===== src/hw/acsi_pkg.sv =====
`default_nettype none

package acsi_pkg;

    // buffer address width, one 512 byte sector
    localparam int BUF_AW = 9;

    // parameter bytes following the first command byte
    localparam int NUM_PARMS = 5;

    // status index that returns the busy flag
    localparam int STATUS_BUSY_IDX = 6;

    // first command byte as sent on the ACSI bus
    typedef struct packed {
        logic [2:0] target;
        logic [4:0] opcode;
    } acsi_cmd_t;

    // one byte written to the ACSI data register
    // first byte decodes as target/opcode, later bytes are raw parameters
    typedef union packed {
        acsi_cmd_t  cmd;
        logic [7:0] parm;
    } acsi_byte_u;

    // one request towards the sector buffer
    typedef struct packed {
        logic              we;
        logic [BUF_AW-1:0] addr;
        logic [7:0]        wdata;
    } buf_req_t;

endpackage

`default_nettype wire


===== src/hw/buffer_arbiter.sv =====
`timescale 1ns/100ps
`default_nettype none

module buffer_arbiter (
    // IO controller side, highest priority
    input  acsi_pkg::buf_req_t io_req,
    input  logic               io_req_valid,
    // CPU side
    input  acsi_pkg::buf_req_t cpu_req,
    input  logic               cpu_req_valid,
    output logic               io_gnt,
    output logic               cpu_gnt,
    // towards the sector buffer
    output acsi_pkg::buf_req_t mem_req,
    output logic               mem_en
);

    // IO always wins, CPU only gets the idle cycles
    assign io_gnt  = io_req_valid;
    assign cpu_gnt = cpu_req_valid & ~io_req_valid;

    // RAM is enabled whenever someone is granted
    assign mem_en = io_gnt | cpu_gnt;

    // route the winning request
    always_comb begin
        if (io_gnt) begin
            mem_req = io_req;
        end else begin
            mem_req = cpu_req;
        end
    end

endmodule

`default_nettype wire


===== config.mk =====
export PLATFORM = sky130hd
export DESIGN_NAME = buffer_arbiter
export DESIGN_NICKNAME = d
export VERILOG_FILES = /design/src/hw/acsi_pkg.sv /design/src/hw/buffer_arbiter.sv
export SDC_FILE = /design/constraint.sdc
export NUM_CORES = 1
export LEC_CHECK = 0
export BUFFER_PORTS_ARGS = -buffer_cell sky130_fd_sc_hd__buf_2
export CORE_AREA = 3 3 40 42
export DETAILED_ROUTE_END_ITERATION = 10
export DIE_AREA = 0 0 43 45
export GPL_TIMING_DRIVEN = 0
export PLACE_DENSITY = 0.78
export SYNTH_ARGS = -nofsm -noshare
export SYNTH_HDL_FRONTEND = slang
export SYNTH_SLANG_ARGS = --single-unit

===== constraint.sdc =====
create_clock -name vclk -period 0.8
set_clock_uncertainty 0.05 [all_clocks]
set_input_delay 0.04 -clock vclk [all_inputs]
set_output_delay 0.04 -clock vclk [all_outputs]
set_load 0.01 [all_outputs]

==> flow_summary.yaml <==
cells_and_area:
  final_area_sq_um: 621.8
  num-clock-buffers: 0
  drive_gt1_share_pct: 98.77
  seq_cells: 0
  regArea_sq_um: 0
  syn2layout_area_growth_pct: 98.80
  insertedDiodeCount: 0
  num-fill-cells: 134
  fin_util_pct: 48.39
  nets: 121
  layout.cells.non_filler: 96
power:
  power_frac_seq_pct: 0
  total_power_mw: 0.3702
  p_switching_mw: 0.1347
  vdd_ir_drop_max_mv: 0.2656
  leakage_nw: 0.3975
  intPower_mw: 0.2356
  p_comb_share_pct: 100.0
  powerDensity_mw_per_mm2: 595.3
  pwr-share-clk_pct: 0
  swShare_pct: 36.37
grt:
  grt_use_total_pct: 10.45
  antenna_found_initial: 0
  met3_usage_pct: 3.187
  grt_use_met1_pct: 8.333
  grt-busiest-layer: "met2"
  grt_pass1_wl_microns: 1621
  overflow: 0
  grtUsageMet2_pct: 24.85
  grt_pass1_vias: 414
  grt_max_degree: 11
place:
  dp.cells: 96
  placed_cell_area_sq_um: 621.8
  dp_slack_ns: 0.07059
  gp_congestion: 0.6512
  place_hpwl_microns: 1039
  port_buffers: 58
logic_synthesis:
  synth_area_leaders: "mux2_4 (86%), buf_6 (7.2%), buf_4 (2.4%), nor2b_1 (2.0%), or2_2 (2.0%)"
  yosys.area.top_type: "mux2_4"
  ys_seq_area_share_pct: 0
  yosysMostFrequentCell: "mux2_4"
  synthCells: 23
  synth_top_area_share_pct: 86.40
  syn_area_per_cell_sq_um: 13.60
  yosysWarnings: 0
  synth_cell_types: 5
  synth_commonest_cells: "mux2_4 (18), buf_6 (2), buf_4 (1), nor2b_1 (1), or2_2 (1)"
  synth_nets: 61
  syn_area_sq_um: 312.8
critical_path:
  startpoint_type: "primary input"
  worstPathCellList: "buf_6, mux2_4, buf_2"
  required_ns: 0.71
  cpPeakStageDelay_ns: 0.31
  path_max_fanout: 10
  critPathArrivalTime_ns: 0.64
  cpMaxStageDelayCell: "mux2_4"
  crit_path_end_kind: "output port"
  crit_type: "in2out"
cts:
  postCtsResizedCells: 0
  cts_hold_buffers: 0
  post-cts-setup-buffers: 0
timing:
  finalHoldViolations: 0
  final_max_slew_viol_count: 0
  worstMarginPinSlew_ns: 0.1314
  worst_hold_slack_ns: 0.2195
  rsz0062_at_grt: "false"
  finalSetupViolations: 0
  fin_tns_setup_ns: 0
  max_freq_mhz: 1377
  timing.final.ws_setup_ns: 0.07378
  relSlewSlack_pct: 91.24
  min_period_ns: 0.7262
  period_share_pct: 90.78
die:
  dieArea_sq_mm: 0.001935
  rows: 13
  die-width_microns: 43
  pin_count: 59
  core_region_area_sq_mm: 0.001285
  die_y_microns: 45
  start_util_pct: 24.34
routing:
  routed_via_density: 4.302
  vias: 413
  ant_nets: 0
  drt_iter0_markers: 0
  wl_per_cell_microns: 11.45
  wl_microns: 1099
  dr.pass1.iters: 1
  drc: 0
status:
  status: "completed"
min_path:
  hold_start: "io_req_valid"
  hold_depth: 2
  hp-class: "in2out"
  hold_end: "io_gnt"
flow_run:
  cap_viol_max_count: 0
## worst max path at each step
stage	startpoint	end	slack, ns
floorplan	io_req_valid	mem_req[0]	0.21
global placement	io_req_valid	mem_req[4]	0.08
detailed placement	io_req_valid	mem_req[2]	0.07
CTS	io_req_valid	mem_req[2]	0.07
global route	io_req_valid	mem_req[15]	0.05
finish	io_req_valid	mem_req[2]	0.07
## power by group through the flow
stage / Clock [mW] / Sequential [mW] / Combinational (mW)
5_1_grt: 0 / 0 / 0.398
6_report: 0 / 0 / 0.370
3_5_place_dp: 0 / 0 / 0.376
2_1_floorplan: 0 / 0 / 0.206
4_1_cts: 0 / 0 / 0.376
3_3_place_gp: 0 / 0 / 0.364
## kinds of logic after synthesis
kind of cell | count (synthesis) | share of synthesized area [%]
buffers and inverters | 3 | 9.600
AND/OR/NAND/NOR | 2 | 4.003
multiplexers | 18 | 86.40
## metal layers
metal | part of all wire, % | up-vias | wire [microns]
met2 | 57 | 37 | 624
met4 | 0 | 0 | 0
met1 | 25 | 176 | 277
li1 | - | 200 | -
met5 | 0 | - | 0
met3 | 18 | 0 | 198
## layout make-up
cell class	instances	area (sq um)	share of cell area (%)
well taps	15	18.77	3.018
multi-input cells	20	282.8	45.47
plain buffers	3	30.03	4.829
repair buffers	58	290.3	46.68
## layout by cell type (no fill, tap or decap), drive strengths merged
cell type	count
buf	61
mux2	18
nor2b	1
or2	1
## worst max-delay path, delay by kind of cell
kind                   cells  cell delay (ns)
muxes                      1             0.31
buffers and inverters      2             0.29
(Power assumes the default switching activity.)
