===== src/hw/acsi_pkg.sv =====
`default_nettype none

package acsi_pkg;

    // buffer address width, one 512 byte sector
    localparam int BUF_AW = 9;

    // parameter bytes following the first command byte
    localparam int NUM_PARMS = 5;

    // status index that returns the busy flag
    localparam int STATUS_BUSY_IDX = 6;

    // first command byte as sent on the ACSI bus
    typedef struct packed {
        logic [2:0] target;
        logic [4:0] opcode;
    } acsi_cmd_t;

    // one byte written to the ACSI data register
    // first byte decodes as target/opcode, later bytes are raw parameters
    typedef union packed {
        acsi_cmd_t  cmd;
        logic [7:0] parm;
    } acsi_byte_u;

    // one request towards the sector buffer
    typedef struct packed {
        logic              we;
        logic [BUF_AW-1:0] addr;
        logic [7:0]        wdata;
    } buf_req_t;

endpackage

`default_nettype wire


===== src/hw/dma_regs.sv =====
`timescale 1ns/100ps
`default_nettype none

module dma_regs (
    input  logic                 clk,
    input  logic                 reset,
    input  logic [1:0]           cpu_addr,
    input  logic                 cpu_sel,
    input  logic                 cpu_rw,
    input  logic [7:0]           cpu_din,
    output logic [7:0]           cpu_dout,
    // status handed over with the last ack
    input  logic [7:0]           dma_status,
    // towards the command receiver
    output logic                 acsi_wr,
    output logic                 acsi_first,
    output acsi_pkg::acsi_byte_u acsi_wdata,
    output logic                 acsi_access,
    // buffer request side
    output acsi_pkg::buf_req_t   cpu_req,
    output logic                 cpu_req_valid,
    input  logic                 cpu_gnt,
    input  logic [7:0]           buf_rdata
);

    logic [acsi_pkg::BUF_AW-1:0] ptr;
    logic                        wr_pend;
    logic                        rd_pend;
    logic                        rd_wait;
    logic                        rd_valid;
    logic [7:0]                  wr_data;
    logic [7:0]                  rd_data;
    logic                        cpu_wr;
    logic                        cpu_rd;

    assign cpu_wr = cpu_sel & ~cpu_rw;
    assign cpu_rd = cpu_sel & cpu_rw;

    // address 0 carries the first command byte, address 3 the following ones
    assign acsi_access     = cpu_sel;
    assign acsi_first      = (cpu_addr == 2'd0);
    assign acsi_wr         = cpu_wr & ((cpu_addr == 2'd0) | (cpu_addr == 2'd3));
    assign acsi_wdata.parm = cpu_din;

    // the posted write goes first, the prefetch follows
    assign cpu_req_valid = wr_pend | rd_pend;
    assign cpu_req.we    = wr_pend;
    assign cpu_req.addr  = ptr;
    assign cpu_req.wdata = wr_data;

    always_ff @(posedge clk) begin
        if (reset) begin
            ptr      <= '0;
            wr_pend  <= 1'b0;
            rd_pend  <= 1'b0;
            rd_wait  <= 1'b0;
            rd_valid <= 1'b0;
        end else begin
            // read data shows up one cycle after the grant
            rd_wait <= cpu_gnt & ~wr_pend;
            if (rd_wait) begin
                rd_valid <= 1'b1;
            end
            if (cpu_gnt) begin
                if (wr_pend) begin
                    wr_pend <= 1'b0;
                    ptr     <= ptr + 1'b1;
                end else begin
                    rd_pend <= 1'b0;
                end
            end
            // pointer clear restarts the prefetch
            if (cpu_wr && cpu_addr == 2'd1) begin
                ptr      <= '0;
                rd_pend  <= 1'b1;
                rd_wait  <= 1'b0;
                rd_valid <= 1'b0;
            end
            // dropped while a write is still pending
            if (cpu_wr && cpu_addr == 2'd2) begin
                wr_pend <= 1'b1;
            end
            // consume the prefetched byte and fetch the next one
            if (cpu_rd && cpu_addr == 2'd2 && rd_valid) begin
                ptr      <= ptr + 1'b1;
                rd_pend  <= 1'b1;
                rd_valid <= 1'b0;
            end
        end
    end

    always_ff @(posedge clk) begin
        if (rd_wait) begin
            rd_data <= buf_rdata;
        end
        if (cpu_wr && cpu_addr == 2'd2 && !wr_pend) begin
            wr_data <= cpu_din;
        end
    end

    always_comb begin
        case (cpu_addr)
            2'd0:    cpu_dout = dma_status;
            2'd1:    cpu_dout = {6'd0, rd_valid, wr_pend};
            2'd2:    cpu_dout = rd_data;
            default: cpu_dout = 8'h00;
        endcase
    end

endmodule

`default_nettype wire


===== config.mk =====
export PLATFORM = sky130hd
export DESIGN_NAME = dma_regs
export DESIGN_NICKNAME = d
export VERILOG_FILES = /design/src/hw/acsi_pkg.sv /design/src/hw/dma_regs.sv
export SDC_FILE = /design/constraint.sdc
export NUM_CORES = 1
export LEC_CHECK = 0
export BUFFER_PORTS_ARGS = -buffer_cell sky130_fd_sc_hd__buf_4
export CORE_ASPECT_RATIO = 0.6
export CORE_MARGIN = 10
export CORE_UTILIZATION = 40
export DETAILED_ROUTE_END_ITERATION = 7
export PLACE_DENSITY = 0.74
export SYNTH_ARGS = -nofsm -noshare
export SYNTH_HDL_FRONTEND = slang
export SYNTH_SLANG_ARGS = --single-unit
export TNS_END_PERCENT = 1

===== constraint.sdc =====
create_clock -name clk -period 1.4 [get_ports clk]
set_input_delay 0.07 -clock clk [delete_from_list [all_inputs] [get_ports clk]]
set_output_delay 0.07 -clock clk [all_outputs]
set_load 0.005 [all_outputs]

==> impl_metrics.env <==
export IMPL_status="finished clean"
export IMPL_antenna_found_initial=0
export IMPL_worstPathRequired_ns=1.56
export IMPL_worst_setup_path_end_kind="register"
export IMPL_stdcell_count=264
export IMPL_synthArstFlopShare=0
export IMPL_insertion_delay_ns=0.27
export IMPL_final_period_utilization=0.954
export IMPL_peakVddDrop_v=0.000683
export IMPL_slew_limit_headroom=0.714
export IMPL_syn_to_final_growth_pct=60.1
export IMPL_crit_buf_inv=0
export IMPL_num_vias=1308
export IMPL_cp_start_kind="register"
export IMPL_antenna_left=0
export IMPL_cp_top_family="compound AO/OA/AOI/OAI gates"
export IMPL_synth_seq_cells=29
export IMPL_core_mm2=0.00328
export IMPL_crit_fanout=4
export IMPL_path_clk_slew_ns=0.07
export IMPL_grt_first_pass_wirelength_um=6670
export IMPL_routed_wl_um=4330
export IMPL_synth_area_mm2=0.00138
export IMPL_diodes=0
export IMPL_start_util=0.421
export IMPL_p_per_area_mw_per_mm2=865
export IMPL_yosysTopAreaCellShare=0.348
export IMPL_avgSynthCellArea_um2=10.6
export IMPL_dp_cells=240
export IMPL_synthTopCellsByArea="edfxtp_1, dfxtp_1, buf_4, nor2_1, ha_1"
export IMPL_setup_viol=0
export IMPL_first_iter_violations=88
export IMPL_final_nets=254
export IMPL_finalCoreUtilization=0.674
export IMPL_seq_area_frac_synth=0.536
export IMPL_dp_hpwl_um=3370
export IMPL_fp_dieW_um=95.9
export IMPL_syn_nets=166
export IMPL_ys_flop_type="edfxtp_1"
export IMPL_ios=69
export IMPL_port_buffers=68
export IMPL_maxCapViolations=0
export IMPL_max_freq_mhz=748
export IMPL_ys_top_cells_by_count="nor2_1, edfxtp_1, dfxtp_1"
export IMPL_min_path_type="in2reg"
export IMPL_cts_tree="done"
export IMPL_groute_usage_overall=0.135
export IMPL_grt_overflow=0
export IMPL_syn_inst=130
export IMPL_synth_distinct_cells=35
export IMPL_path_class="reg2reg"
export IMPL_vias_per_cell=4.95
export IMPL_final_layout_size_suffix_gt1_frac=0.452
export IMPL_period_needed_ns=1.34
export IMPL_worst_pin_slew_ns=0.429
export IMPL_slowest_stage="dfxtp_2"
export IMPL_place_ws_ns=-0.0465
export IMPL_hold_viol=0
export IMPL_htree_levels=2
export IMPL_p_leak_nw=0.954
export IMPL_worst_hold_slack_ns=0.0123
export IMPL_clock_path_buffers=2
export IMPL_arrival_ns=1.50
export IMPL_synth_edf_count=16
export IMPL_yosysWarnings=0
export IMPL_drt_first_pass_iters=5
export IMPL_cts_sinks=29
export IMPL_cpPeakStageDelay_ns=0.37
export IMPL_cts_root_buf="clkbuf_8"
export IMPL_path_cells="ha_1 -> nand2_2 -> a31oi_2 -> a211oi_1 -> a31o_2"
export IMPL_rsz0062_at_grt="true"
export IMPL_yosysMostFrequentCell="nor2_1"
export IMPL_cts_buffers=5
export IMPL_grt_max_degree=10
export IMPL_drc_errors=0
export IMPL_fp_row_count=16
export IMPL_clock_skew_ns=0.00549
export IMPL_grt_pass1_vias=1350
export IMPL_synth_largest_area_cell="edfxtp_1"
export IMPL_wire_per_inst_um=16.4
export IMPL_layout_setup_ws_ns=0.0637
export IMPL_drv_slew=0
export IMPL_dieArea_mm2=0.00629
export IMPL_die_y_um=65.5
export IMPL_gp_congestion=0.825
## registers in the layout, indices dropped and copies added (netlist names)
| name | count |
|---|---|
| wr_data | 8 |
| rd_data | 8 |
| rd_pend | 1 |
| ptr | 9 |
| rd_valid | 1 |
| rd_wait | 1 |
| wr_pend | 1 |
## cell families (layout without fill, tap and decap cells)
family	Yosys count	after routing	synth area share
simple gates	46	46	0.168
flops	29	29	0.536
compound gates	27	27	0.150
buf+inv	21	110	0.0878
fa+ha+maj	5	5	0.0452
xor+xnor	2	2	0.0127
## stage by stage
| step | area, um^2 | setup TNS, ns | power [mW] |
|---|---|---|---|
| 2_1_floorplan | 1380 | 0 | 1.05 |
| 3_3_place_gp | 1940 | 0 | 1.19 |
| 3_5_place_dp | 1940 | -0.0798 | 1.20 |
| 4_1_cts | 2200 | 0 | 1.92 |
| 5_1_grt | 2210 | -0.0178 | 1.99 |
| 6_report | 2210 | 0 | 1.92 |
## final timing paths
check / start / to / slack, ns / cells past startpoint
worst min register to register: rd_pend / rd_pend / 0.49 / 2
worst max register to register: ptr[0] / ptr[8] / 0.06 / 5
worst min-delay path: reset / ptr[0] / 0.01 / 2
worst max-delay path: ptr[0] / ptr[8] / 0.06 / 5
## placed cells by master (no fill, tap or decap), types with 2 or more instances in the layout
| cell | instances |
|---|---|
| o31ai_1 | 2 |
| nand4_1 | 3 |
| nor2_1 | 19 |
| o21ai_0 | 2 |
| edfxtp_1 | 16 |
| dfxtp_1 | 8 |
| nand2_1 | 5 |
| nand2b_1 | 3 |
| clkbuf_8 | 6 |
| inv_1 | 6 |
| dfxtp_2 | 5 |
| a22oi_1 | 6 |
| a222oi_1 | 2 |
| or4_1 | 2 |
| a21oi_1 | 7 |
| buf_4 | 80 |
| dlygate4sd3_1 | 16 |
| xnor2_1 | 2 |
| ha_1 | 5 |
| nand3b_1 | 2 |
| nand3_1 | 3 |
## where the power goes
| part | switching [mW] | leakage (nW) | internal (mW) |
|---|---|---|---|
| clock | 0.307 | 0.0486 | 0.389 |
| sequential | 0.0164 | 0.255 | 0.924 |
| combinational | 0.109 | 0.650 | 0.171 |
## timing repair
| item | CTS | global route |
|---|---|---|
| hold buffers | 16 | 0 |
| setup buffers | 0 | 0 |
| resized for setup | 2 | 6 |
| pin swaps | 0 | 2 |
| hold endpoints to repair | 16 | 0 |
| endpoints found under the setup margin | 1 | 7 |
## layout make-up
class | instances | area [um^2]
fillers | 277 | 1070
repair buffers | 96 | 761
flip-flops and latches | 29 | 747
multi-input cells | 80 | 536
clock buffers | 6 | 82.6
well taps | 45 | 56.3
inverters | 6 | 22.5
clock inverters | 2 | 8.76
## metal layers
layer / global-route usage / part of all wire
met5: 0 / 0
met4: 0.0238 / 0.012
met3: 0.0567 / 0.086
met2: 0.242 / 0.51
met1: 0.148 / 0.39
(Power assumes the default switching activity.)
