<file path="config.mk">
export PLATFORM = sky130hd
export DESIGN_NAME = io_port
export DESIGN_NICKNAME = d
export VERILOG_FILES = /design/src/hw/acsi_pkg.sv /design/src/hw/io_port.sv
export SDC_FILE = /design/constraint.sdc
export NUM_CORES = 1
export LEC_CHECK = 0
export BUFFER_PORTS_ARGS = -buffer_cell sky130_fd_sc_hd__buf_2
export CORE_ASPECT_RATIO = 1.75
export CORE_UTILIZATION = 40
export DETAILED_ROUTE_END_ITERATION = 10
export GPL_ROUTABILITY_DRIVEN = 0
export PLACE_DENSITY_LB_ADDON = 0.05
export SLEW_MARGIN = 20
export SYNTH_ARGS = -nofsm -noshare
export SYNTH_HDL_FRONTEND = slang
export SYNTH_SLANG_ARGS = --single-unit
</file>
<file path="constraint.sdc">
create_clock -name clk -period 1.3 [get_ports clk]
set_input_delay 0.13 -clock clk [delete_from_list [all_inputs] [get_ports clk]]
set_output_delay 0.13 -clock clk [all_outputs]
set_load 0.005 [all_outputs]
</file>
<file path="src/hw/acsi_pkg.sv">
`default_nettype none

package acsi_pkg;

    // buffer address width, one 512 byte sector
    localparam int BUF_AW = 9;

    // parameter bytes following the first command byte
    localparam int NUM_PARMS = 5;

    // status index that returns the busy flag
    localparam int STATUS_BUSY_IDX = 6;

    // first command byte as sent on the ACSI bus
    typedef struct packed {
        logic [2:0] target;
        logic [4:0] opcode;
    } acsi_cmd_t;

    // one byte written to the ACSI data register
    // first byte decodes as target/opcode, later bytes are raw parameters
    typedef union packed {
        acsi_cmd_t  cmd;
        logic [7:0] parm;
    } acsi_byte_u;

    // one request towards the sector buffer
    typedef struct packed {
        logic              we;
        logic [BUF_AW-1:0] addr;
        logic [7:0]        wdata;
    } buf_req_t;

endpackage

`default_nettype wire

</file>
<file path="src/hw/io_port.sv">
`timescale 1ns/100ps
`default_nettype none

module io_port (
    input  logic               clk,
    input  logic               reset,
    input  logic [2:0]         io_addr,
    input  logic               io_sel,
    input  logic               io_rw,
    input  logic [7:0]         io_din,
    output logic [7:0]         io_dout,
    // command receiver side
    input  logic [7:0]         status_byte,
    output logic               dma_ack,
    output logic               dma_nak,
    output logic [7:0]         dma_status,
    output logic [2:0]         status_sel,
    // buffer request side
    output acsi_pkg::buf_req_t io_req,
    output logic               io_req_valid,
    input  logic               io_gnt,
    input  logic [7:0]         buf_rdata
);

    logic [acsi_pkg::BUF_AW-1:0] ptr;
    logic                        rd_wait;
    logic                        io_wr;
    logic                        io_rd;

    assign io_wr = io_sel & ~io_rw;
    assign io_rd = io_sel & io_rw;

    // data access goes straight to the arbiter in the strobe cycle
    assign io_req_valid = io_sel & (io_addr == 3'd4);
    assign io_req.we    = ~io_rw;
    assign io_req.addr  = ptr;
    assign io_req.wdata = io_din;

    always_ff @(posedge clk) begin
        if (reset) begin
            status_sel <= '0;
            dma_status <= '0;
            dma_ack    <= 1'b0;
            dma_nak    <= 1'b0;
            ptr        <= '0;
            rd_wait    <= 1'b0;
        end else begin
            // single cycle answers
            dma_ack <= io_wr & (io_addr == 3'd1);
            dma_nak <= io_wr & (io_addr == 3'd2);
            rd_wait <= io_gnt & ~io_req.we;
            // auto increment on each buffer access
            if (io_gnt) begin
                ptr <= ptr + 1'b1;
            end
            if (io_wr) begin
                case (io_addr)
                    3'd0:    status_sel <= io_din[2:0];
                    3'd1:    dma_status <= io_din;
                    3'd3:    ptr <= '0;
                    default: ;
                endcase
            end
        end
    end

    // buffer data lands one cycle after a register read would
    always_ff @(posedge clk) begin
        if (rd_wait) begin
            io_dout <= buf_rdata;
        end else if (io_rd) begin
            case (io_addr)
                3'd0:    io_dout <= status_byte;
                3'd1:    io_dout <= dma_status;
                3'd4:    io_dout <= io_dout;
                default: io_dout <= 8'h00;
            endcase
        end
    end

endmodule

`default_nettype wire

</file>
==> flow_summary.json, run 1 <==
{
  "setup_tns_ns": 0,
  "cts_num_sinks": 31,
  "critPathKind": "register to register",
  "multi_input_area_um2": 634.4,
  "ys_types": 31,
  "rsz0062_at_grt": "false",
  "power.leakage_nw": 0.8920,
  "antennaDiodeCount": 0,
  "fin_area_mm2": 0.001932,
  "n_fill_cell": 340,
  "num_vias": 1347,
  "syn_area_per_cell_um2": 9.295,
  "synth_top_area_share_pct": 32.17,
  "synthToLayoutAreaGrowth_pct": 34.96,
  "async_flop_share_pct": 0,
  "clk_pin_slew_ns": 0.07,
  "synth_edf_count": 8,
  "cts_resized": 0,
  "drcViolationCount": 0,
  "grt_pass1_vias": 1204,
  "ant_nets": 0,
  "syn-cell-area_mm2": 0.001431,
  "yosysWarningCount": 0,
  "drv_slew": 0,
  "ctsHoldBuffers": 0,
  "cts_buffer_depth": 2,
  "synthesis.nets": 187,
  "status": "finished clean",
  "synth_area_leaders": "dfxtp_1 32%, edfxtp_1 17%, mux2i_1 6.3%",
  "row_count": 28,
  "slew_headroom_pct": 75.18,
  "min_period_ns": 1.229,
  "numCtsBuffers": 5,
  "synthCells": 154,
  "hold_class": "primary input to register",
  "nets": 259,
  "grt_pass1_wl_mm": 5.395,
  "hold_viol": 0,
  "detail_route.wl_per_cell_um": 12.83,
  "initial_utilization_pct": 42.12,
  "finalCritPeriodShare_pct": 94.53,
  "end_kind": "register",
  "synth_seq_area_share_pct": 48.95,
  "max_freq_mhz": 813.7,
  "setup_viol": 0,
  "critical_path.top_delay_family": "simple AND/OR/NAND/NOR gates",
  "antenna_found_initial": 0,
  "cts_tree": "yes",
  "irDropWorstVdd_v": 0.0007496,
  "post-place-ws_ns": 0.03613,
  "grt_overflow_total": 0,
  "crit_fanout": 8,
  "via_per_inst": 4.952,
  "register_area_um2": 704.4,
  "drt_iter0_drc": 30,
  "totalPowerFinal_mw": 2.023,
  "layout_commonest_cell": "buf_2",
  "critPathBufInv": 0,
  "critPathSlowestCell": "or4_4",
  "routed_wl_mm": 3.489,
  "cpPeakStageDelay_ns": 0.51,
  "dieArea_mm2": 0.003831,
  "synth.largest_area_cell": "dfxtp_1",
  "fp.dieW_um": 47.22,
  "crit_chain": "nand4_4 -> or4_4 -> a21oi_2",
  "postCtsSetupBuffers": 0,
  "coreArea_mm2": 0.003398,
  "drive_gt1_share_pct": 44.93,
  "powerDensity_mw_per_mm2": 1047,
  "cp.required_ns": 1.51,
  "placed_area_mm2": 0.001829,
  "htreeDepth": 2,
  "dp_hpwl_mm": 2.876,
  "start_kind": "register",
  "root_buffer": "clkbuf_8",
  "final.setup.worst_slack_ns": 0.07106,
  "ys_ff_latch": 31,
  "grt_max_degree": 16,
  "dieHeight_um": 81.14,
  "clock-skew-final_ns": 0.004745,
  "io_pins": 72,
  "worst_pin_slew_ns": 0.3723,
  "clock_latency_ns": 0.28,
  "firstDrtPassIters": 4,
  "synth_top_flop_cell": "dfxtp_1",
  "io_buffers": 71,
  "maxCapViolations": 0,
  "grt_use_total_pct": 20.47,
  "layout_common_cells": "71 x buf_2, 20 x dfxtp_1, 18 x o21ai_0, 14 x nand2_1, 14 x a21oi_1",
  "arrival_ns": 1.44
}
==> path summary, 6_finish.rpt <==
path         depth (start not counted)       endpoint     startpoint  slack (ns)
max                                  3         ptr[7]         ptr[4]        0.07
min                                  3  dma_status[5]      io_din[5]        0.11
max reg2reg                          3         ptr[7]         ptr[4]        0.07
min reg2reg                          2  status_sel[1]  status_sel[1]        0.48
==> Yosys cell counts, types with 4 or more instances <==
master and n:
a21oi_1 14, buf_4 9, clkbuf_1 5, dfxtp_1 23, edfxtp_1 8, mux2i_1 9, nand2_1 14, nand3_1 12
nor2_1 7, o21ai_0 18, o21ai_1 4
==> flip-flops by register name, summed over array words and instances (netlist names) <==
signal and count:
rd_wait 1, dma_status 8, dma_nak 1, dma_ack 1
status_sel 3, io_dout 8, ptr 9
==> where the power goes <==
part / switching (mW) / internal, mW
Clock: 0.329 / 0.426
Sequential: 0.0120 / 1.02
Combinational: 0.125 / 0.114
==> final cells by class <==
type                            count  area share [%]
Multi-Input combinational cell    104           32.84
Clock inverter                      1          0.2591
Clock buffer                        7           4.469
Tap cell                           45           2.915
Inverter                            2          0.3886
Sequential cell                    31           36.46
Timing Repair Buffer               82           22.67
==> routing by layer <==
metal,wire length [um],GRT usage (%)
met1,1164,18.31
met2,2064,38.90
met3,200,6.000
met4,59,8.571
met5,0,0
==> stage by stage <==
step	hold WS (ns)	utilization (%)	std cells
after global routing	0.1068	56.85	272
after floorplan	0.1991	-	154
after detailed placement	0.4040	53.83	264
after CTS	0.1036	56.52	272
after global placement	0.3981	53.83	264
final	0.1104	56.85	272
==> kinds of logic after synthesis <==
group	share of synthesized area (%)
DFF	48.95
AOI/OAI and AO/OA	14.95
buffers and inverters	7.605
adders and majority gates	0.8740
muxes	6.294
xor gates and xnor gates	2.448
and+or+nand+nor	18.88
==> worst reg2reg max path: cells and delay by family, from the launching register on <==
family | cells | cell delay, ns
DFF | 1 | 0.36
and+or+nand+nor | 2 | 0.67
AOI/OAI and AO/OA | 1 | 0.13
Power figures use the tool's default switching activity.
==> inputs of run 2 (changes only) <==
==> constraint.sdc (replaced) <==
create_clock -name clk -period 1.3 [get_ports clk]
set_input_delay 0.26 -clock clk [delete_from_list [all_inputs] [get_ports clk]]
set_output_delay 0.26 -clock clk [all_outputs]
set_load 0.005 [all_outputs]
==> flow_summary.json, run 2 (synthesized netlist as in run 1, its figures left out) <==
{
  "rr_endpoint": "ptr[8]",
  "via_per_inst": 5.110,
  "detail_route.wl_per_cell_um": 13.55,
  "rsz0062_at_grt": "false",
  "cp.required_ns": 1.51,
  "reg2regPathDepth": 4,
  "grt_overflow_total": 0,
  "hold_end": "dma_status[6]",
  "drv_slew": 0,
  "synthToLayoutAreaGrowth_pct": 35.05,
  "status": "finished clean",
  "worstHoldStart": "io_din[6]",
  "final_cells": 273,
  "timing.rr.start": "ptr[0]",
  "hold_viol": 0,
  "row_count": 28,
  "maxCapViolations": 0,
  "worst_pin_slew_ns": 0.3640,
  "slew_headroom_pct": 75.73,
  "io_buffers": 71,
  "power.leakage_nw": 0.8949,
  "powerDensity_mw_per_mm2": 1020,
  "ant_nets": 0,
  "clock-skew-final_ns": 0.002657,
  "register_area_um2": 704.4,
  "fp.dieW_um": 47.22,
  "placed_area_mm2": 0.001844,
  "clock_latency_ns": 0.28,
  "end_kind": "register",
  "start_kind": "register",
  "arrival_ns": 1.46,
  "numCtsBuffers": 5,
  "grt_pass1_wl_mm": 5.602,
  "clk_pin_slew_ns": 0.06,
  "netSwitchingPower_mw": 0.4822,
  "cts_tree": "yes",
  "clkPwrFrac_pct": 35.2,
  "hold_class": "primary input to register",
  "io_pins": 72,
  "drcViolationCount": 0,
  "largestRegisters": "ptr: 9 flops, dma_status: 8 flops, io_dout: 8 flops",
  "cts_buffer_depth": 2,
  "r2r_setup_slack_ns": 0.05,
  "max_freq_mhz": 802.3,
  "p_comb_share_pct": 12.6,
  "power_frac_seq_pct": 52.1,
  "crit_fanout": 4,
  "antenna_found_initial": 0,
  "layout_common_cells": "71 x buf_2, 20 x dfxtp_1, 18 x o21ai_0, 14 x nand2_1, 14 x a21oi_1",
  "multi_input_area_um2": 634.4,
  "dp_hpwl_mm": 2.954,
  "dp_cells": 266,
  "htreeDepth": 2,
  "antennaDiodeCount": 0,
  "n_fill_cell": 359,
  "setup_tns_ns": 0,
  "layout_commonest_cell": "buf_2",
  "initial_utilization_pct": 42.12,
  "ctsHoldBuffers": 0,
  "largest-register": "ptr",
  "root_buffer": "clkbuf_8",
  "nets": 261,
  "grt_max_degree": 15,
  "dieHeight_um": 81.14,
  "dieArea_mm2": 0.003831,
  "fin_area_mm2": 0.001933,
  "min_path_cells": 3,
  "coreArea_mm2": 0.003398,
  "firstDrtPassIters": 4,
  "min_period_ns": 1.246,
  "grt_use_total_pct": 20.99,
  "cellInternalPower_mw": 1.490,
  "cts_num_sinks": 31,
  "finalCritPeriodShare_pct": 95.88,
  "drive_gt1_share_pct": 45.18,
  "num_vias": 1395,
  "setup_viol": 0,
  "swShare_pct": 24.45,
  "irDropWorstVdd_v": 0.0006681,
  "grt_pass1_vias": 1270,
  "largest_reg_flops": 9,
  "drt_iter0_drc": 13,
  "critPathKind": "register to register",
  "routed_wl_mm": 3.698
}
[run 2: worst max-delay path by stage]
stage | start | end | slack [ns] | cells after the start
after floorplan | io_addr[0] | io_dout[0] | 0.002 | 4
after global placement | io_rw | dma_status[3] | -0.02 | 4
after detailed placement | io_rw | dma_status[4] | -0.13 | 4
after CTS | ptr[2] | ptr[5] | 0.04 | 3
after global routing | ptr[0] | ptr[8] | 0.008 | 4
final | ptr[0] | ptr[8] | 0.05 | 4
[run 2: stage by stage]
stage                     hold slack [ns]  setup slack, ns  util (%)  power, mW
final                              0.2424          0.05359     56.89      1.973
after global routing               0.2389         0.008142     56.89      2.055
after CTS                          0.2352          0.03649     56.85      1.992
after detailed placement           0.4778          -0.1288     54.27      1.294
after global placement             0.4645         -0.01583     54.27      1.287
after floorplan                    0.3291         0.001964         -      1.172
[run 2: area by class of cell]
cell class | instances | area share [%]
repair buffers | 84 | 23.43
multi-input cells | 104 | 32.82
inverters | 2 | 0.3884
clock buffers | 5 | 3.560
well taps | 45 | 2.913
flip-flops and latches | 31 | 36.44
clock inverters | 2 | 0.4531
[run 2: critical path: stages (launching register included)]
cell and delay [ns]:
dfxtp_2 0.35, ha_4 0.16, nand4_1 0.11, or3_2 0.42, a21oi_1 0.14
[run 2: timing repair]
| action | 4_1_cts | 5_1_grt |
|---|---|---|
| setup buffers | 0 | 0 |
| setup endpoints to repair | 1 | 2 |
| gates resized for setup | 1 | 1 |
[run 2: layer usage]
layer	routed length [um]	GRT usage [%]	vias to the layer above
met1	1327	19.69	651
met5	0	0	-
met3	166	5.111	9
li1	-	-	685
met2	2121	39.32	50
met4	82	9.429	0
[run 2: power groups by stage]
stage,Clock [mW],Sequential [mW],Combinational [mW]
after floorplan,0,1.05,0.118
after global placement,0,1.05,0.241
after detailed placement,0,1.05,0.247
after CTS,0.712,1.03,0.251
after global routing,0.745,1.03,0.279
final,0.695,1.03,0.249
