[src/hw/acsi_pkg.sv]
`default_nettype none

package acsi_pkg;

    // buffer address width, one 512 byte sector
    localparam int BUF_AW = 9;

    // parameter bytes following the first command byte
    localparam int NUM_PARMS = 5;

    // status index that returns the busy flag
    localparam int STATUS_BUSY_IDX = 6;

    // first command byte as sent on the ACSI bus
    typedef struct packed {
        logic [2:0] target;
        logic [4:0] opcode;
    } acsi_cmd_t;

    // one byte written to the ACSI data register
    // first byte decodes as target/opcode, later bytes are raw parameters
    typedef union packed {
        acsi_cmd_t  cmd;
        logic [7:0] parm;
    } acsi_byte_u;

    // one request towards the sector buffer
    typedef struct packed {
        logic              we;
        logic [BUF_AW-1:0] addr;
        logic [7:0]        wdata;
    } buf_req_t;

endpackage

`default_nettype wire

[src/hw/acsi_cmd.sv]
`timescale 1ns/100ps
`default_nettype none

module acsi_cmd (
    input  logic                 clk,
    input  logic                 reset,
    input  logic [7:0]           acsi_enable,
    // byte written by the CPU
    input  logic                 acsi_wr,
    input  logic                 acsi_first,
    input  acsi_pkg::acsi_byte_u acsi_wdata,
    // any CPU access, clears the interrupt
    input  logic                 acsi_access,
    // answers from the IO controller
    input  logic                 dma_ack,
    input  logic                 dma_nak,
    input  logic [2:0]           status_sel,
    output logic [7:0]           status_byte,
    output logic                 irq
);

    // counter runs 0 to NUM_PARMS and then sticks
    localparam int CNT_W = $clog2(acsi_pkg::NUM_PARMS + 1);

    acsi_pkg::acsi_cmd_t  cmd_reg;
    logic [7:0]           parms [acsi_pkg::NUM_PARMS];
    logic [CNT_W-1:0]     byte_cnt;
    logic                 busy;
    logic                 target_en;

    // enable of the target addressed by the stored first byte
    assign target_en = acsi_enable[cmd_reg.target];

    always_ff @(posedge clk) begin
        if (reset) begin
            cmd_reg  <= '0;
            byte_cnt <= '0;
            busy     <= 1'b0;
            irq      <= 1'b0;
        end else begin
            // IO controller finished the transfer
            if (dma_ack && busy) begin
                irq  <= 1'b1;
                busy <= 1'b0;
            end
            // no such device
            if (dma_nak) begin
                busy <= 1'b0;
            end
            // CPU touched the registers
            if (acsi_access) begin
                irq <= 1'b0;
            end
            if (acsi_wr) begin
                if (acsi_first) begin
                    cmd_reg  <= acsi_wdata.cmd;
                    byte_cnt <= '0;
                    if (acsi_enable[acsi_wdata.cmd.target]) begin
                        irq <= 1'b1;
                    end
                end else begin
                    if (byte_cnt < CNT_W'(acsi_pkg::NUM_PARMS)) begin
                        byte_cnt <= byte_cnt + 1'b1;
                    end
                    if (target_en) begin
                        // bytes 1 to 4 are acknowledged right away
                        if (byte_cnt < CNT_W'(acsi_pkg::NUM_PARMS - 1)) begin
                            irq <= 1'b1;
                        end else if (byte_cnt == CNT_W'(acsi_pkg::NUM_PARMS - 1)) begin
                            // last byte hands the command to the IO controller
                            busy <= 1'b1;
                        end
                    end
                end
            end
        end
    end

    // parameter storage
    always_ff @(posedge clk) begin
        if (acsi_wr && !acsi_first && byte_cnt < CNT_W'(acsi_pkg::NUM_PARMS)) begin
            parms[byte_cnt] <= acsi_wdata.parm;
        end
    end

    // status readback for the IO controller
    always_comb begin
        if (status_sel == 3'd0) begin
            status_byte = cmd_reg;
        end else if (status_sel <= 3'(acsi_pkg::NUM_PARMS)) begin
            status_byte = parms[status_sel - 3'd1];
        end else if (status_sel == 3'(acsi_pkg::STATUS_BUSY_IDX)) begin
            status_byte = {7'd0, busy};
        end else begin
            status_byte = 8'h00;
        end
    end

endmodule

`default_nettype wire

[config.mk]
export PLATFORM = sky130hd
export DESIGN_NAME = acsi_cmd
export DESIGN_NICKNAME = d
export VERILOG_FILES = /design/src/hw/acsi_pkg.sv /design/src/hw/acsi_cmd.sv
export SDC_FILE = /design/constraint.sdc
export NUM_CORES = 1
export LEC_CHECK = 0
export ABC_CLOCK_PERIOD_IN_PS = 3400
export BUFFER_PORTS_ARGS = -buffer_cell sky130_fd_sc_hd__buf_2
export CAP_MARGIN = 5
export CORE_MARGIN = 2
export CORE_UTILIZATION = 45
export DETAILED_ROUTE_END_ITERATION = 12
export MAX_ROUTING_LAYER = met4
export PLACE_DENSITY = 0.7
export SLEW_MARGIN = 20
export SYNTH_ARGS = -nofsm -noshare
export SYNTH_HDL_FRONTEND = slang
export SYNTH_SLANG_ARGS = --single-unit
export TNS_END_PERCENT = 10
[constraint.sdc]
create_clock -name clk -period 3.4 [get_ports clk]
set_input_delay 0.68 -clock clk [delete_from_list [all_inputs] [get_ports clk]]
set_output_delay 0.68 -clock clk [all_outputs]
set_load 0.05 [all_outputs]
==> qor.yml, run 1 <==
status: "finished, final reports clean"
grt_pass1_wl_um: 7424
worstPathMaxFanout: 9
setup.worst_path.class: "in -> out"
drc: 0
ys_ff_latch: 53
end_kind: "output port"
finalWeightedCongestion: 0.8077
grt_max_degree: 17
ctsRootBufferMaster: "clkbuf_8"
fin_worst_skew_ns: 0.005444
max_clock_freq_ghz: 0.3333
initial_utilization: 0.4645
grt_util_all_layers: 0.1716
antenna_cells: 0
clk_latency_ns: 0.30
grt_pass1_vias: 1421
max_cap_violations: 0
design.die.area_um2: 5833
synth-main-ff-cell: "edfxtp_1"
ys_warn_count: 0
required_ns: 2.72
synth_area_leader_cell: "edfxtp_1"
yosys.area.top_type_share: 0.5096
htree_num_levels: 2
drive_gt1_frac: 0.2958
cts-resized-gates: 0
firstDrtPassIters: 4
finalSetupViolCount: 0
peakVddDrop_uv: 195.1
synth_area_per_cell_um2: 13.87
die_x_um: 76.38
ys_seq_area_frac: 0.6200
cts_tree: "yes"
rsz0062_at_grt: "false"
num_rows: 26
die_y_um: 76.38
ant_nets: 0
hold_violations: 0
hp-class: "reg -> reg"
core_um2: 5075
syn_nets: 202
synthArstFlopShare: 0
total_power_mw: 1.232
area.growth.synth_to_final_pct: 15.71
wire_per_inst_um: 16.76
clk_path_buf_depth: 2
min_period_over_period: 0.8825
antenna_found_initial: 0
grt_overflow: 0
viasPerCell: 5.307
largest_register_ffs: 40
hold_buffers: 0
synth_edf_count: 40
netlist_instances: 170
cts_sinks: 53
clk_pin_slew_ns: 0.09
io_pins: 35
vias: 1502
dpl.hpwl_um: 3300
final_nets: 244
critPathArrivalTime_ns: 2.32
p_leak_nw: 0.9968
cp-start-kind: "input port"
portBuffers: 34
ys_types: 32
postCtsSetupRepairBufs: 0
mappedNetlistArea_um2: 2357
cts_buffers: 5
finalWirelength_um: 4743
ys_top_cells_by_area: "edfxtp_1, dfxtp_1, mux4_2"
finalCriticalPeriod_ns: 3.001
post-route-util: 0.5375
slew_violations: 0
power.density_nw_per_um2: 451.7
tightest_slew_ns: 0.7409
drtIter0Drc: 115
slew_headroom: 0.5036
-- layout by cell type (no fill, tap or decap), drive strengths merged, types with 3 or more instances in the layout --
cell    instances
a211oi          3
a21oi          13
buf            41
clkbuf          5
clkinv          3
dfxtp          13
edfxtp         40
ha              6
inv             7
mux2i           8
mux4           12
nand2          29
nor2            4
nor2b           3
nor3            4
o21ai           9
-- power breakdown --
group          total, mW  switching (mW)  internal (mW)  leakage, nW
clock network      0.334           0.191          0.143       0.0455
logic              0.182           0.115         0.0668        0.483
registers          0.717         0.00800          0.709        0.469
total               1.23           0.314          0.918        0.997
-- critical path, stage by stage --
cell      delay (ns)
buf_2           0.09
inv_1           0.06
ha_1            0.22
xnor2_2         0.59
nand2_1         0.15
a221oi_2        0.23
buf_2           0.30
-- area by class of cell --
class / count / area [um2]
fill: 449 / 2347
sequential: 53 / 1461
multi-input combinational: 104 / 843.3
timing repair buffer: 41 / 222.7
tap: 70 / 87.58
clock buffer: 5 / 68.82
inverter: 7 / 26.28
clock inverter: 3 / 17.52
-- kinds of logic after synthesis --
| kind of cell | after synthesis | synth area share |
|---|---|---|
| mux | 20 | 0.1518 |
| buf+inv | 13 | 0.02495 |
| flops | 53 | 0.6200 |
| simple gates | 45 | 0.08227 |
| compound gates | 32 | 0.08228 |
| xor+xnor | 1 | 0.006902 |
| fa+ha+maj | 6 | 0.03185 |
-- worst paths after layout --
kind	slack (ns)	start	cells past startpoint	end
max	0.40	status_sel[0]	7	status_byte[0]
min	0.46	cmd_reg[3]	2	cmd_reg[3]
max reg2reg	1.85	cmd_reg[5]	4	irq
min reg2reg	0.46	cmd_reg[3]	2	cmd_reg[3]
-- metal layers --
| metal | vias up | share of wire | global-route usage |
|---|---|---|---|
| met3 | 2 | 0.032 | 0.02488 |
| met5 | - | 0 | - |
| li1 | 723 | - | - |
| met1 | 747 | 0.46 | 0.2424 |
| met2 | 30 | 0.50 | 0.2708 |
| met4 | 0 | 0.0027 | 0.03273 |
-- stage by stage --
stage                     cells  hold WS (ns)  instance area, um2  TNS, ns  setup slack (ns)
after floorplan             170        0.4363                2364  -0.8644           -0.1235
after global placement      275        0.4432                2641        0            0.4571
after detailed placement    275        0.4500                2641        0            0.3829
after CTS                   283        0.4632                2728        0            0.3803
after global routing        283        0.4774                2728        0            0.2378
final                       283        0.4621                2728        0            0.3994
-- cells in the mapped netlist (2+ instances only) --
master	count
nor3_1	4
mux4_1	2
nor2_1	4
clkbuf_1	3
buf_2	2
dfxtp_1	13
a211oi_1	3
ha_1	6
edfxtp_1	40
inv_1	7
mux4_2	10
nand2_1	29
mux2i_1	8
o21ai_0	8
nor2b_1	3
a21oi_1	12
Note: power is estimated with default switching activity, not from simulation.
==> inputs of run 2 (changes only) <==
- CORE_MARGIN: 2 -> unset
==> run 2 against run 1 <==
- sequential share of layout area decreased by 0.85 points
- clock power increased by 46%
- critical path type unchanged
- global-route usage is 2.4 points higher
- first-iteration DRC count decreased by 30%
- largest cell class unchanged
- core utilization rose by 3.0 points
- critical path depth unchanged
- register-to-register slack worse by 0.02 ns
- cell area rose by 1.6%
- setup slack got worse by 0.019 ns
- via count shrank 0.80%
==> qor.yml, run 2 (synthesis gave the netlist of run 1 again) <==
status: "finished, final reports clean"
initial_utilization: 0.4831
design.die.area_um2: 5532
power.density_nw_per_um2: 499.3
clk_latency_ns: 0.30
htree_num_levels: 2
mostFrequentLayoutCells: "edfxtp_1, buf_2, nand2_1"
drc: 0
fin_worst_skew_ns: 0.005122
clk_path_buf_depth: 2
max_cap_violations: 0
rsz0062_at_grt: "false"
drive_gt1_frac: 0.3005
total_power_mw: 1.384
finalWeightedCongestion: 0.7689
firstDrtPassIters: 4
final_nets: 244
dpl.hpwl_um: 3209
hold_buffers: 0
grt_pass1_wl_um: 7203
cts_sinks: 53
mostFrequentLayoutCell: "edfxtp_1"
die_x_um: 74.38
ant_nets: 0
finalCriticalPeriod_ns: 3.020
hold_end: "cmd_reg[4]"
min_period_over_period: 0.8882
finalWirelength_um: 4614
wire_per_inst_um: 16.48
r2r_cells: 4
area.growth.synth_to_final_pct: 17.57
p_leak_nw: 1.019
postCtsSetupRepairBufs: 0
viasPerCell: 5.321
core_um2: 4880
num_rows: 25
largest_register_ffs: 40
met2WireLength_um: 2234
clk_pin_slew_ns: 0.09
hp-class: "reg -> reg"
cts-resized-gates: 0
io_pins: 35
cts_buffers: 5
ctsRootBufferMaster: "clkbuf_8"
hp-start: "cmd_reg[4]"
antenna_cells: 0
max_clock_freq_ghz: 0.3311
met3_length_um: 173
met1_length_um: 2126
slew_violations: 0
r2r_slack_ns: 1.83
highest_layer: "met4"
finalSetupViolCount: 0
worstPathMaxFanout: 9
grt_util_all_layers: 0.1959
required_ns: 2.72
cts_tree: "yes"
antenna_found_initial: 0
vias: 1490
portBuffers: 34
hold_violations: 0
cp-start-kind: "input port"
tightest_slew_ns: 0.7450
r2r_start: "cmd_reg[5]"
post-route-util: 0.5679
finalSetupTns_ns: 0
critPathArrivalTime_ns: 2.34
grt_max_degree: 17
setup.worst_path.class: "in -> out"
hold_slack_ns: 0.4611
whs_path_depth: 2
end_kind: "output port"
grt_pass1_vias: 1393
grt_overflow: 0
slew_headroom: 0.5009
peakVddDrop_uv: 222.3
die_y_um: 74.38
r2r-end: "irq"
drtIter0Drc: 81
-- run 2: changes by cell type in the layout (fill, tap and decap cells not counted), sizes merged --
cell    delta
clkinv     -2
bufinv     +2
-- run 2: layout make-up --
class                           count  area (um2)
Fill cell                         422        2108
Sequential cell                    53        1461
Multi-Input combinational cell    104       843.3
Timing Repair Buffer               41       222.7
Tap cell                           67       83.83
Clock buffer                        5       68.82
Clock inverter                      3       65.06
Inverter                            7       26.28
-- run 2: worst max-delay path by stage --
stage,slack [ns],to,cells past startpoint,startpoint
6_report,0.38,status_byte[0],7,status_sel[1]
5_1_grt,0.20,status_byte[2],7,status_sel[1]
4_1_cts,0.39,status_byte[0],7,status_sel[1]
3_5_place_dp,0.39,status_byte[0],7,status_sel[1]
2_1_floorplan,-0.12,status_byte[1],7,status_sel[0]
3_3_place_gp,0.46,status_byte[0],7,status_sel[0]
-- run 2: worst max-delay path, cell delays in order --
cell and delay (ns):
buf_2 0.10, inv_1 0.07, ha_1 0.21, xnor2_2 0.59, nand2_1 0.15, a221oi_2 0.24
buf_2 0.30
-- run 2: through the flow --
| step | cells | instance area (um2) | setup slack (ns) |
|---|---|---|---|
| after global routing | 280 | 2771 | 0.1984 |
| final | 280 | 2771 | 0.3802 |
| after global placement | 272 | 2638 | 0.4632 |
| after CTS | 280 | 2771 | 0.3900 |
| after floorplan | 170 | 2364 | -0.1235 |
| after detailed placement | 272 | 2638 | 0.3947 |
-- run 2: metal layers --
metal	GRT usage	up-vias
met5	-	-
met4	0.07547	0
met2	0.3093	39
li1	-	723
met1	0.2520	722
met3	0.03659	6
-- run 2: power by group --
group          leakage (nW)  internal (mW)  switching [mW]  total, mW
Sequential            0.469          0.708         0.00751      0.716
Clock                0.0681          0.292           0.195      0.487
Combinational         0.483         0.0668           0.114      0.181
Total                  1.02           1.07           0.316       1.38
==> inputs of run 3 (changes only) <==
- BUFFER_PORTS_ARGS: -buffer_cell sky130_fd_sc_hd__buf_2 -> -buffer_cell sky130_fd_sc_hd__clkbuf_2
==> run 3 against run 2 <==
- sequential share of layout area is 0.46 points higher
- largest power group unchanged
- non-clock buffer count grew 1
- core utilization decreased by 0.49 points
- maximum frequency up 3.5%
==> qor.yml, run 3 (synthesis gave the netlist of run 1 again) <==
drive_gt1_frac: 0.2991
num_rows: 25
finalWorstSetupSlack_ns: 0.4829
worstPathMaxFanout: 5
finalCriticalPeriod_ns: 2.917
cp-start-kind: "input port"
finalSetupViolCount: 0
ctsRootBufferMaster: "clkbuf_8"
slew_headroom: 0.6693
swShare: 0.2571
wire_per_inst_um: 15.91
design.die.area_um2: 5532
firstDrtPassIters: 4
die_x_um: 74.38
hp-class: "reg -> reg"
die_y_um: 74.38
rsz0062_at_grt: "false"
grt_pass1_vias: 1418
mostFrequentLayoutCells: "edfxtp_1, clkbuf_2, nand2_1"
p_clk_frac: 0.276
final_nets: 245
viasPerCell: 5.381
setup.worst_path.class: "in -> out"
htree_num_levels: 2
area.growth.synth_to_final_pct: 16.56
max_cap_violations: 0
status: "finished, final reports clean"
power.density_nw_per_um2: 453.9
initial_utilization: 0.4831
cts_sinks: 53
hold_violations: 0
hp-start: "cmd_reg[4]"
max_clock_freq_ghz: 0.3428
slew_violations: 0
drc: 0
io_pins: 35
p_leak_nw: 1.002
grt_util_all_layers: 0.1864
vias: 1512
total_power_mw: 1.247
largest_register_ffs: 40
critPathArrivalTime_ns: 2.24
fin_worst_skew_ns: 0.006155
clk_path_buf_depth: 2
clk_latency_ns: 0.30
r2r_start: "cmd_reg[5]"
p_sw_uw: 320.7
slowest_stage: "xnor2_2"
core_um2: 4880
cts-resized-gates: 0
pre_cts_ws_ns: 0.4572
required_ns: 2.72
crit_chain: "clkbuf_2, inv_1, ha_1, xnor2_2, buf_4, mux2i_1, o21ai_0, clkbuf_2"
hold_buffers: 0
postCtsSetupRepairBufs: 0
end_kind: "output port"
clk_pin_slew_ns: 0.10
slowest_delay_ns: 0.36
grt_max_degree: 17
finalSetupTns_ns: 0
mostFrequentLayoutCell: "edfxtp_1"
tightest_slew_ns: 0.4961
drtIter0Drc: 122
crit_top_cell: "clkbuf_2"
finalWirelength_um: 4470
place_inst: 273
pwr-share-comb: 0.150
cts_buffers: 5
ant_nets: 0
peakVddDrop_uv: 276.4
worstSetupStartpoint: "status_sel[1]"
antenna_found_initial: 0
grt_pass1_wl_um: 7044
power.internal_uw: 926.5
stdcell_count: 281
pwr-share-seq: 0.574
min_period_over_period: 0.8580
dpl.hpwl_um: 3182
finalWeightedCongestion: 0.7518
hold_slack_ns: 0.4613
grt_overflow: 0
cts_tree: "yes"
portBuffers: 34
antenna_cells: 0
[run 3: power groups by stage]
stage | Combinational (mW) | Sequential (mW) | Clock, mW
3_5_place_dp | 0.189 | 0.731 | 0
2_1_floorplan | 0.120 | 0.733 | 0
6_report | 0.187 | 0.716 | 0.344
3_3_place_gp | 0.187 | 0.731 | 0
4_1_cts | 0.189 | 0.716 | 0.347
5_1_grt | 0.202 | 0.718 | 0.379
[run 3: metal layers]
metal / track usage / wire [um] / part of all wire / up-vias
met2: 0.2933 / 2281 / 0.51 / 36
met1: 0.2541 / 1916 / 0.43 / 747
li1: - / - / - / 725
met5: - / 0 / 0 / -
met3: 0.02846 / 235 / 0.053 / 4
met4: 0.05031 / 36 / 0.0081 / 0
[run 3: final cells by class]
cell class,count,area (um2)
fillers,415,2132
inverters,7,26.28
multi-input cells,104,843.3
flip-flops and latches,53,1461
clock buffers,6,72.57
well taps,67,83.83
clock inverters,2,15.01
repair buffers,42,245.2
[run 3: through the flow]
| step | instance area (um2) | util |
|---|---|---|
| after detailed placement | 2660 | 0.5451 |
| after global routing | 2748 | 0.5631 |
| after floorplan | 2364 | - |
| final | 2748 | 0.5631 |
| after CTS | 2748 | 0.5631 |
| after global placement | 2660 | 0.5451 |
[run 3: critical path: cells and delay by family]
family                   cells  cell delay [ns]
buffers and inverters        4             0.73
XOR/XNOR                     1             0.36
adder cells (fa/ha/maj)      1             0.21
AO/OA/AOI/OAI                1             0.18
multiplexers                 1             0.08
[run 3: final timing paths]
kind | end | slack (ns) | cells past startpoint
setup / recovery | status_byte[2] | 0.48 | 8
hold / removal | cmd_reg[4] | 0.46 | 2
setup reg to reg | irq | 1.80 | 4
hold reg to reg | cmd_reg[4] | 0.46 | 2
